$ cat config.mk
export PLATFORM = sky130hd
export DESIGN_NAME = rootDivTop
export DESIGN_NICKNAME = d
export VERILOG_FILES = /design/src/hw/rootDivPkg.sv /design/src/hw/unitResultIf.sv /design/src/hw/iterCtrl.sv /design/src/hw/opQueue.sv /design/src/hw/radix2Core.sv /design/src/hw/resultArbiter.sv /design/src/hw/rootDivTop.sv /design/src/hw/rootDivUnit.sv /design/src/hw/stepCounter.sv
export SDC_FILE = /design/constraint.sdc
export NUM_CORES = 2
export LEC_CHECK = 0
export BUFFER_PORTS_ARGS = -buffer_cell sky130_fd_sc_hd__buf_2
export CORE_ASPECT_RATIO = 0.9
export CORE_UTILIZATION = 25
export CTS_CLUSTER_DIAMETER = 60
export DETAILED_ROUTE_END_ITERATION = 8
export GPL_ROUTABILITY_DRIVEN = 0
export PLACE_DENSITY = 0.49
export SYNTH_ARGS = -nofsm -noshare
export SYNTH_HDL_FRONTEND = slang
export SYNTH_SLANG_ARGS = --single-unit
$ cat constraint.sdc
create_clock -name clk -period 9.8 [get_ports clk]
set_input_delay 0.49 -clock clk [delete_from_list [all_inputs] [get_ports clk]]
set_output_delay 0.49 -clock clk [all_outputs]
set_load 0.01 [all_outputs]
$ cat src/hw/rootDivPkg.sv
package rootDivPkg;

  // widest operand any configuration may use
  localparam int MAX_DATA_W = 64;

  typedef logic [8:0] regNo_t;     // destination register number
  typedef logic [9:0] instrId_t;   // lets results come back out of order

  // must hold MAX_DATA_W itself
  typedef logic [$clog2(MAX_DATA_W + 1)-1:0] stepCnt_t;

  typedef enum logic {
    OP_DIV  = 1'b0,
    OP_ROOT = 1'b1
  } opKind_t;

  typedef enum logic [1:0] {
    ST_IDLE = 2'd0,
    ST_RUN  = 2'd1,
    ST_HOLD = 2'd2
  } unitState_t;

  // division retires one bit per step, root two bits per step
  function automatic stepCnt_t stepsFor(opKind_t op, int dataW);
    if (op == OP_ROOT) begin
      return stepCnt_t'(dataW / 2);
    end
    return stepCnt_t'(dataW);
  endfunction

endpackage

$ cat src/hw/unitResultIf.sv
// one engine's finished result on its way to the arbiter
interface unitResultIf #(
  parameter int DATA_W = 32
);

  logic done;                       // payload valid, held until accept
  logic [DATA_W-1:0] result;        // quotient or root
  logic [DATA_W-1:0] rem;
  rootDivPkg::regNo_t regNo;
  rootDivPkg::instrId_t instId;
  logic accept;                     // from the arbiter, transfer on done && accept

  // engine side
  modport source (
    output done,
    output result,
    output rem,
    output regNo,
    output instId,
    input  accept
  );

  // arbiter side
  modport sink (
    input  done,
    input  result,
    input  rem,
    input  regNo,
    input  instId,
    output accept
  );

endinterface

$ cat src/hw/iterCtrl.sv
module iterCtrl #(
  parameter int DATA_W = 32
) (
  input  logic clk,
  input  logic rst,
  input  logic start,
  input  rootDivPkg::opKind_t op,
  input  logic lastStep,
  input  logic accept,
  output rootDivPkg::unitState_t state,
  output rootDivPkg::stepCnt_t loadSteps,
  output logic stepEn,
  output logic done
);

  rootDivPkg::unitState_t nextState;

  always_comb begin
    nextState = state;
    case (state)
      rootDivPkg::ST_IDLE: if (start) nextState = rootDivPkg::ST_RUN;
      rootDivPkg::ST_RUN:  if (lastStep) nextState = rootDivPkg::ST_HOLD;
      rootDivPkg::ST_HOLD: if (accept) nextState = rootDivPkg::ST_IDLE;
      default:             nextState = rootDivPkg::ST_IDLE;
    endcase
  end

  always_ff @(posedge clk) begin
    if (rst) begin
      state <= rootDivPkg::ST_IDLE;
    end else begin
      state <= nextState;
    end
  end

  assign loadSteps = rootDivPkg::stepsFor(op, DATA_W);
  assign stepEn = (state == rootDivPkg::ST_RUN);   // one datapath step per run cycle
  assign done = (state == rootDivPkg::ST_HOLD);

  // the queue only issues to an engine that reported free
  startWhenIdle: assert property (@(posedge clk) disable iff (rst)
    start |-> state == rootDivPkg::ST_IDLE);

endmodule

$ cat src/hw/opQueue.sv
module opQueue #(
  parameter int DATA_W = 32,
  parameter int NUM_UNITS = 4
) (
  input  logic clk,
  input  logic rst,
  input  logic inValid,
  output logic inReady,
  input  rootDivPkg::opKind_t inOp,
  input  logic [DATA_W-1:0] inA,
  input  logic [DATA_W-1:0] inB,
  input  rootDivPkg::regNo_t inRegNo,
  input  rootDivPkg::instrId_t inId,
  input  logic [NUM_UNITS-1:0] unitFree,
  output logic [NUM_UNITS-1:0] issueStart,
  output rootDivPkg::opKind_t issueOp,
  output logic [DATA_W-1:0] issueA,
  output logic [DATA_W-1:0] issueB,
  output rootDivPkg::regNo_t issueRegNo,
  output rootDivPkg::instrId_t issueId
);

  // slot 0 is always the head
  rootDivPkg::opKind_t opQ [2];
  logic [DATA_W-1:0] aQ [2];
  logic [DATA_W-1:0] bQ [2];
  rootDivPkg::regNo_t regQ [2];
  rootDivPkg::instrId_t idQ [2];

  logic [1:0] count;
  logic headValid;
  logic doPush;
  logic doPop;
  logic wrIdx;
  logic [NUM_UNITS-1:0] pick;

  assign inReady = (count != 2'd2);
  assign headValid = (count != 2'd0);
  assign doPush = inValid && inReady;
  assign doPop = headValid && (|unitFree);

  // lowest set bit of the free mask
  assign pick = unitFree & (-unitFree);
  assign issueStart = headValid ? pick : '0;

  assign issueOp = opQ[0];
  assign issueA = aQ[0];
  assign issueB = bQ[0];
  assign issueRegNo = regQ[0];
  assign issueId = idQ[0];

  // where the new entry lands after any pop this cycle
  assign wrIdx = (count == 2'd2) || (count == 2'd1 && !doPop);

  always_ff @(posedge clk) begin
    if (rst) begin
      count <= 2'd0;
    end else begin
      count <= count + {1'b0, doPush} - {1'b0, doPop};
    end
  end

  always_ff @(posedge clk) begin
    if (doPop) begin
      opQ[0] <= opQ[1];
      aQ[0] <= aQ[1];
      bQ[0] <= bQ[1];
      regQ[0] <= regQ[1];
      idQ[0] <= idQ[1];
    end
    if (doPush) begin  // comes after the shift so it wins on slot 0
      opQ[wrIdx] <= inOp;
      aQ[wrIdx] <= inA;
      bQ[wrIdx] <= inB;
      regQ[wrIdx] <= inRegNo;
      idQ[wrIdx] <= inId;
    end
  end

  // each issue claims its engine, so no engine is started twice
  issueTaken: assert property (@(posedge clk) disable iff (rst)
    issueStart != '0 |=> (unitFree & $past(issueStart)) == '0);

endmodule

$ cat src/hw/radix2Core.sv
module radix2Core #(
  parameter int DATA_W = 32
) (
  input  logic clk,
  input  logic rst,
  input  logic start,
  input  rootDivPkg::opKind_t op,
  input  logic [DATA_W-1:0] a,
  input  logic [DATA_W-1:0] b,
  input  logic stepEn,
  output logic [DATA_W-1:0] result,
  output logic [DATA_W-1:0] rem
);

  rootDivPkg::opKind_t opReg;
  logic [DATA_W-1:0] src;        // dividend or radicand bits not yet consumed
  logic [DATA_W-1:0] divisor;
  logic [DATA_W-1:0] acc;        // quotient or root, grows from the lsb
  logic [DATA_W-1:0] remReg;     // partial remainder

  logic [DATA_W:0] partial;
  logic [DATA_W:0] subtrahend;
  logic [DATA_W+1:0] diff;
  logic fits;

  // trial subtraction for the current step
  always_comb begin
    if (opReg == rootDivPkg::OP_ROOT) begin
      // remainder stays below 2*root, so its msb is free for root
      partial = {remReg[DATA_W-2:0], src[DATA_W-1 -: 2]};
      subtrahend = {acc[DATA_W-2:0], 2'b01};   // 4*root + 1
    end else begin
      partial = {remReg, src[DATA_W-1]};
      subtrahend = {1'b0, divisor};
    end
    diff = {1'b0, partial} - {1'b0, subtrahend};
    fits = ~diff[DATA_W+1];   // no borrow
  end

  always_ff @(posedge clk) begin
    if (rst) begin
      opReg <= rootDivPkg::OP_DIV;
    end else if (start) begin
      opReg <= op;
    end
  end

  always_ff @(posedge clk) begin
    if (start) begin
      src <= a;
      divisor <= b;
      acc <= '0;
      remReg <= '0;
    end else if (stepEn) begin
      if (opReg == rootDivPkg::OP_ROOT) begin
        src <= src << 2;
      end else begin
        src <= src << 1;
      end
      acc <= {acc[DATA_W-2:0], fits};
      // keep the difference or restore the shifted remainder.
      // with a zero divisor every trial fits, giving all ones and rem = a
      remReg <= fits ? diff[DATA_W-1:0] : partial[DATA_W-1:0];
    end
  end

  assign result = acc;
  assign rem = remReg;

endmodule

$ cat src/hw/resultArbiter.sv
module resultArbiter #(
  parameter int DATA_W = 32,
  parameter int NUM_UNITS = 4
) (
  input  logic clk,
  input  logic rst,
  unitResultIf.sink res [NUM_UNITS],
  output logic outValid,
  input  logic outReady,
  output logic [DATA_W-1:0] outResult,
  output logic [DATA_W-1:0] outRem,
  output rootDivPkg::regNo_t outRegNo,
  output rootDivPkg::instrId_t outId
);

  logic [NUM_UNITS-1:0] doneVec;
  logic [NUM_UNITS-1:0] firstDone;
  logic [NUM_UNITS-1:0] grant;
  logic [NUM_UNITS-1:0] lockGrant;
  logic locked;
  logic [DATA_W-1:0] resultArr [NUM_UNITS];
  logic [DATA_W-1:0] remArr [NUM_UNITS];
  rootDivPkg::regNo_t regArr [NUM_UNITS];
  rootDivPkg::instrId_t idArr [NUM_UNITS];

  for (genvar i = 0; i < NUM_UNITS; i++) begin : gather
    assign doneVec[i] = res[i].done;
    assign resultArr[i] = res[i].result;
    assign remArr[i] = res[i].rem;
    assign regArr[i] = res[i].regNo;
    assign idArr[i] = res[i].instId;
    assign res[i].accept = grant[i] & outReady;
  end

  assign firstDone = doneVec & (-doneVec);   // lowest-index done engine
  // a stalled grant stays put even if a lower engine finishes meanwhile
  assign grant = locked ? lockGrant : firstDone;
  assign outValid = |doneVec;

  always_comb begin
    outResult = '0;
    outRem = '0;
    outRegNo = '0;
    outId = '0;
    for (int i = 0; i < NUM_UNITS; i++) begin
      if (grant[i]) begin
        outResult = resultArr[i];
        outRem = remArr[i];
        outRegNo = regArr[i];
        outId = idArr[i];
      end
    end
  end

  always_ff @(posedge clk) begin
    if (rst) begin
      locked <= 1'b0;
      lockGrant <= '0;
    end else begin
      locked <= outValid && !outReady;
      lockGrant <= grant;
    end
  end

  outputHeld: assert property (@(posedge clk) disable iff (rst)
    outValid && !outReady |=> outValid && $stable(outResult) && $stable(outRem)
      && $stable(outRegNo) && $stable(outId));

endmodule

$ cat src/hw/rootDivTop.sv
module rootDivTop #(
  parameter int DATA_W = 32,
  parameter int NUM_UNITS = 4
) (
  input  logic clk,
  input  logic rst,
  input  logic inValid,
  output logic inReady,
  input  rootDivPkg::opKind_t inOp,
  input  logic [DATA_W-1:0] inA,
  input  logic [DATA_W-1:0] inB,
  input  rootDivPkg::regNo_t inRegNo,
  input  rootDivPkg::instrId_t inId,
  output logic outValid,
  input  logic outReady,
  output logic [DATA_W-1:0] outResult,
  output logic [DATA_W-1:0] outRem,
  output rootDivPkg::regNo_t outRegNo,
  output rootDivPkg::instrId_t outId
);

  logic [NUM_UNITS-1:0] unitFree;
  logic [NUM_UNITS-1:0] issueStart;
  rootDivPkg::opKind_t issueOp;
  logic [DATA_W-1:0] issueA;
  logic [DATA_W-1:0] issueB;
  rootDivPkg::regNo_t issueRegNo;
  rootDivPkg::instrId_t issueId;

  unitResultIf #(.DATA_W(DATA_W)) resBus [NUM_UNITS] ();

  opQueue #(.DATA_W(DATA_W), .NUM_UNITS(NUM_UNITS)) queue0 (
    .clk(clk),
    .rst(rst),
    .inValid(inValid),
    .inReady(inReady),
    .inOp(inOp),
    .inA(inA),
    .inB(inB),
    .inRegNo(inRegNo),
    .inId(inId),
    .unitFree(unitFree),
    .issueStart(issueStart),
    .issueOp(issueOp),
    .issueA(issueA),
    .issueB(issueB),
    .issueRegNo(issueRegNo),
    .issueId(issueId)
  );

  // operands and tags are shared, the start bit picks the engine
  for (genvar i = 0; i < NUM_UNITS; i++) begin : unitGen
    rootDivUnit #(.DATA_W(DATA_W)) unit0 (
      .clk(clk),
      .rst(rst),
      .start(issueStart[i]),
      .op(issueOp),
      .a(issueA),
      .b(issueB),
      .regNo(issueRegNo),
      .instId(issueId),
      .free(unitFree[i]),
      .res(resBus[i])
    );
  end

  resultArbiter #(.DATA_W(DATA_W), .NUM_UNITS(NUM_UNITS)) arbiter0 (
    .clk(clk),
    .rst(rst),
    .res(resBus),
    .outValid(outValid),
    .outReady(outReady),
    .outResult(outResult),
    .outRem(outRem),
    .outRegNo(outRegNo),
    .outId(outId)
  );

endmodule

$ cat src/hw/rootDivUnit.sv
module rootDivUnit #(
  parameter int DATA_W = 32
) (
  input  logic clk,
  input  logic rst,
  input  logic start,
  input  rootDivPkg::opKind_t op,
  input  logic [DATA_W-1:0] a,
  input  logic [DATA_W-1:0] b,
  input  rootDivPkg::regNo_t regNo,
  input  rootDivPkg::instrId_t instId,
  output logic free,
  unitResultIf.source res
);

  rootDivPkg::unitState_t state;
  rootDivPkg::stepCnt_t loadSteps;
  logic stepEn;
  logic lastStep;
  logic done;
  logic [DATA_W-1:0] coreResult;
  logic [DATA_W-1:0] coreRem;
  rootDivPkg::regNo_t regNoReg;
  rootDivPkg::instrId_t idReg;

  iterCtrl #(.DATA_W(DATA_W)) ctrl0 (
    .clk(clk),
    .rst(rst),
    .start(start),
    .op(op),
    .lastStep(lastStep),
    .accept(res.accept),
    .state(state),
    .loadSteps(loadSteps),
    .stepEn(stepEn),
    .done(done)
  );

  stepCounter counter0 (
    .clk(clk),
    .rst(rst),
    .load(start),
    .loadValue(loadSteps),
    .step(stepEn),
    .lastStep(lastStep)
  );

  radix2Core #(.DATA_W(DATA_W)) core0 (
    .clk(clk),
    .rst(rst),
    .start(start),
    .op(op),
    .a(a),
    .b(b),
    .stepEn(stepEn),
    .result(coreResult),
    .rem(coreRem)
  );

  // tags ride along with the operation
  always_ff @(posedge clk) begin
    if (start) begin
      regNoReg <= regNo;
      idReg <= instId;
    end
  end

  assign free = (state == rootDivPkg::ST_IDLE);

  assign res.done = done;
  assign res.result = coreResult;   // frozen once the run ends
  assign res.rem = coreRem;
  assign res.regNo = regNoReg;
  assign res.instId = idReg;

  resultHeld: assert property (@(posedge clk) disable iff (rst)
    res.done && !res.accept |=> res.done && $stable(res.result) && $stable(res.rem)
      && $stable(res.regNo) && $stable(res.instId));

endmodule

$ cat src/hw/stepCounter.sv
module stepCounter (
  input  logic clk,
  input  logic rst,
  input  logic load,
  input  rootDivPkg::stepCnt_t loadValue,
  input  logic step,
  output logic lastStep
);

  rootDivPkg::stepCnt_t count;

  always_ff @(posedge clk) begin
    if (rst) begin
      count <= '0;
    end else if (load) begin
      count <= loadValue;
    end else if (step) begin
      count <= count - 1'b1;
    end
  end

  // high during the final step of the run
  assign lastStep = (count == rootDivPkg::stepCnt_t'(1));

endmodule

==> flow_summary.rst <==
.. list-table::
   :header-rows: 1

   * - Metric
     - Value
   * - Result of the run
     - finished clean
   * - Switching Power
     - between 5000 and 6000 uW
   * - Min Hold Slack
     - around 0.37 ns
   * - Worst EP required
     - 10.41 ns
   * - Critical path type
     - register to register
   * - Total clock buffers created by CTS
     - 103
   * - FMAX
     - 180 MHz
   * - Ratio of cells with drive above 1 in the final layout
     - between 10% and 20%
   * - Share of power burned in combinational logic
     - 34.6%
   * - Int Power
     - roughly 8700 uW
   * - Post-synth top flop
     - edfxtp_1
   * - Post-Synthesis Net Count
     - 4440
   * - Slew headroom
     - roughly a quarter
   * - Number of global-route vias before repair
     - 30200
   * - Peak VDD IR
     - ~0.17 mV
   * - Vertical die dimension
     - 392 um
   * - Commonest non-fill, non-tap cell in the layout
     - nand2_1
   * - Post-CTS Setup Repair Bufs
     - 0
   * - Clock tree from TritonCTS
     - built
   * - Number of I/O port buffers
     - about 170
   * - Endpoint class of the critical path
     - register
   * - Post-synth EDFFs
     - 500
   * - Number of buffers added to fix hold violations after cts
     - 85
   * - GRT Resource Usage Total
     - 15.0%
   * - Grt met3 use
     - 2.18%
   * - Die outline width
     - 435 um
   * - Share of power burned in the clock network
     - around 28%
   * - Via count
     - 31600
   * - Number of inserted filler cells in the final layout
     - 17400
   * - Async set-or-reset flop fraction in the synthesized netlist
     - 0%
   * - Final net count
     - 4581
   * - Source-to-sink clock delay at the later pin of the worst-skew pair
     - 0.74 ns
   * - GR Util met1
     - 20.8%
   * - Cell variety after synth
     - 84
   * - # DRC
     - 0
   * - Register bit total from synthesis
     - ~800
   * - Maximum fanout along the worst path
     - 57
   * - Period minus WS final
     - 5.55 ns
   * - Critical path data arrival time
     - 6.16 ns
   * - Number of pins exceeding their max-slew limit in the final report
     - 0
   * - First-iteration detailed-routing DRC count
     - 2409
   * - Number of warnings reported in the yosys synthesis log
     - 0
   * - Class of the tightest hold or removal check
     - input port to register
   * - CTS max path bufs
     - 3
   * - Mapped Area
     - between 40000 and 50000 um2
   * - Leading cell types in the layout, fill and taps excluded
     - 698 x nand2_1, 531 x o21ai_0, 500 x edfxtp_1, 323 x mux2i_1, 299 x dfxtp_1
   * - Layer with the highest usage after global routing
     - met2
   * - Leakage component of the power
     - 0.0176 uW
   * - Hold Fails Final Rpt
     - 0
   * - Average detailed-routed wire length per instance
     - 19.7 um
   * - Max-cap violation count
     - 0
   * - Unrepaired setup endpoints after global routing
     - false
   * - Post-cts resize count
     - 0
   * - Placeable Area
     - 167000 um2
   * - Overflow left after global routing
     - 0
   * - DRT Pass-1 Iters
     - 5
   * - # rows
     - 142
   * - Final TNS setup
     - 0 ns
   * - DP Wirelength
     - 91100 um
   * - Post-synthesis average cell area
     - 10.0 um2
   * - Cells after synthesis
     - about 4200
   * - Area Growth Syn to Fin
     - 17.6%
   * - H-tree lvl count
     - 3
   * - Part of the cycle the worst path needs
     - 56.6%
   * - CTS clk-pin slew, worst paths
     - 0.06 ns
   * - Number of antenna violations at the first check in global routing
     - 10
   * - Pin count of the biggest net entering global routing
     - between 100 and 150
   * - Global-route wire length before repair
     - 197000 um
   * - Share of power burned in registers
     - between 30% and 40%
   * - DRT Wirelength
     - 131000 um
   * - Final setup violation count
     - 0
   * - Drt via density
     - 4.74
   * - Starting density of the core
     - 25.3%
   * - PD cells
     - 278 nW/um2
   * - Met2 usage in global routing
     - 24.0%
   * - Sequential cell area fraction in the yosys report
     - 49.9%
   * - Final setup skew
     - between 0.03 and 0.04 ns
   * - Setup slack of the most critical reg-to-reg path
     - 4.25 ns
   * - Fraction of power spent switching nets
     - ~37%
   * - Post-DRT Antenna Nets
     - 0
   * - Number of primary I/O pins
     - 173
   * - Root buffer cell
     - clkbuf_16
   * - Category of the worst setup path launch point
     - register
   * - Number of clock sinks seen by CTS
     - 803
   * - Number of diodes
     - 0
   * - Transition time at the pin with the least slew margin
     - roughly 1.1 ns
   * - Total Die Area
     - between 150000 and 200000 um2
## final timing paths
kind	from	end	depth (start not counted)
worst max-delay path	unitGen[3].unit0.core0.opReg$_SDFFE_PP0P_	unitGen[3].unit0.core0.rem[26]$_SDFFE_PP0P_	14
worst min-delay path	rst	unitGen[3].unit0.counter0.count[5]$_SDFFE_PP0P_	2
worst max register to register	unitGen[3].unit0.core0.opReg$_SDFFE_PP0P_	unitGen[3].unit0.core0.rem[26]$_SDFFE_PP0P_	14
worst min register to register	unitGen[0].unit0.core0.result[31]$_SDFFE_PP0P_	unitGen[0].unit0.core0.result[31]$_SDFFE_PP0P_	2
## logic make-up (layout without fill, tap and decap cells)
group                      Yosys count  in the layout  synth area share [%]
xor gates and xnor gates           124            124                  2.57
muxes                              532            532                  13.2
AOI/OAI and AO/OA                 1014           1014                  13.9
buffers and inverters              318            547                  3.03
adders and majority gates          146            146                  4.40
DFF                                803            803                  49.9
and+or+nand+nor                   1269           1269                  13.0
## synth_stat cells (all sizes together), types with 7 or more instances
master  instances  area, um2
nor4            9       56.3
clkbuf        219        823
nor3           34        170
nor2b          28        175
nand2         700       2630
a21oi         188        945
nand4          23        144
a211oi         43        328
a21o           60        450
or3            11       68.8
xor2           59        517
nor2          168        631
xnor2          65        569
o21bai         15        116
and3            8       55.1
mux2          209       2350
a31oi          22        150
ha            142       1780
or2            17        106
nand2b         25        156
nand3         217       1090
mux2i         323       3230
dfxtp         303       6070
a22o            8       70.1
o31a            8       70.1
a21boi          7       56.3
and2           11       68.8
inv            48        180
o21ai         565       2840
buf            51        277
o21a           24        180
o211ai         16        125
edfxtp        500      15000
## state kept, by name, summed over array words and instances (netlist names), 18 cells and up
signal and flops:
unitGen.unit0.core0.divisor 128, unitGen.unit0.counter0.count 28, unitGen.unit0.res.regNo 36, queue0.bQ 64, unitGen.unit0.core0.result 128, unitGen.unit0.core0.rem 128
queue0.aQ 64, unitGen.unit0.core0.src 128, queue0.regQ 18, queue0.idQ 20, unitGen.unit0.res.instId 40
## per-layer routing
metal / share of wire (%) / routed length [um]
met1: 47 / 62400
met5: 0.0099 / 13
met3: 3.9 / 5090
met2: 45 / 59700
met4: 3.2 / 4230
## layout make-up
class / instances / area [um2] / area share, %
sequential: 803 / 21100 / 42.5
multi-input combinational: 3085 / 20000 / 40.3
tap: 2232 / 2790 / 5.62
clock buffer: 134 / 2740 / 5.52
timing repair buffer: 306 / 2080 / 4.19
clock inverter: 59 / 734 / 1.48
inverter: 48 / 198 / 0.398
## per-stage QoR
step / cells / power (uW) / utilization, % / setup WS [ns] / instance area (um2)
3_5_place_dp: 6389 / 9960 / 27.1 / 4.38 / 45300
5_1_grt: 6667 / 14700 / 29.7 / 3.94 / 49700
2_1_floorplan: 4206 / 8620 / - / 2.66 / 42200
3_3_place_gp: 6389 / 9920 / 27.1 / 4.45 / 45300
4_1_cts: 6667 / 13900 / 29.7 / 4.32 / 49700
6_report: 6667 / 13800 / 29.7 / 4.25 / 49700
## critical path: stages (launching register included)
cell      delay, ns
dfxtp_4        0.80
buf_4          0.83
mux2_2         0.43
ha_1           0.32
o211ai_1       0.11
a21oi_1        0.10
o41ai_1        0.96
a21o_1         0.26
a21oi_1        0.10
o211ai_2       0.22
a21oi_1        0.13
or2_1          0.44
buf_4          0.35
nand2_1        0.20
o211ai_1       0.13
## power by group through the flow
stage | sequential [uW] | clock [uW] | combinational, uW
final | 5150 | 3890 | 4780
after global routing | 5240 | 4120 | 5310
after CTS | 5170 | 4000 | 4780
after detailed placement | 5230 | 0 | 4730
after global placement | 5230 | 0 | 4700
after floorplan | 4900 | 0 | 3720
(Power assumes the default switching activity.)
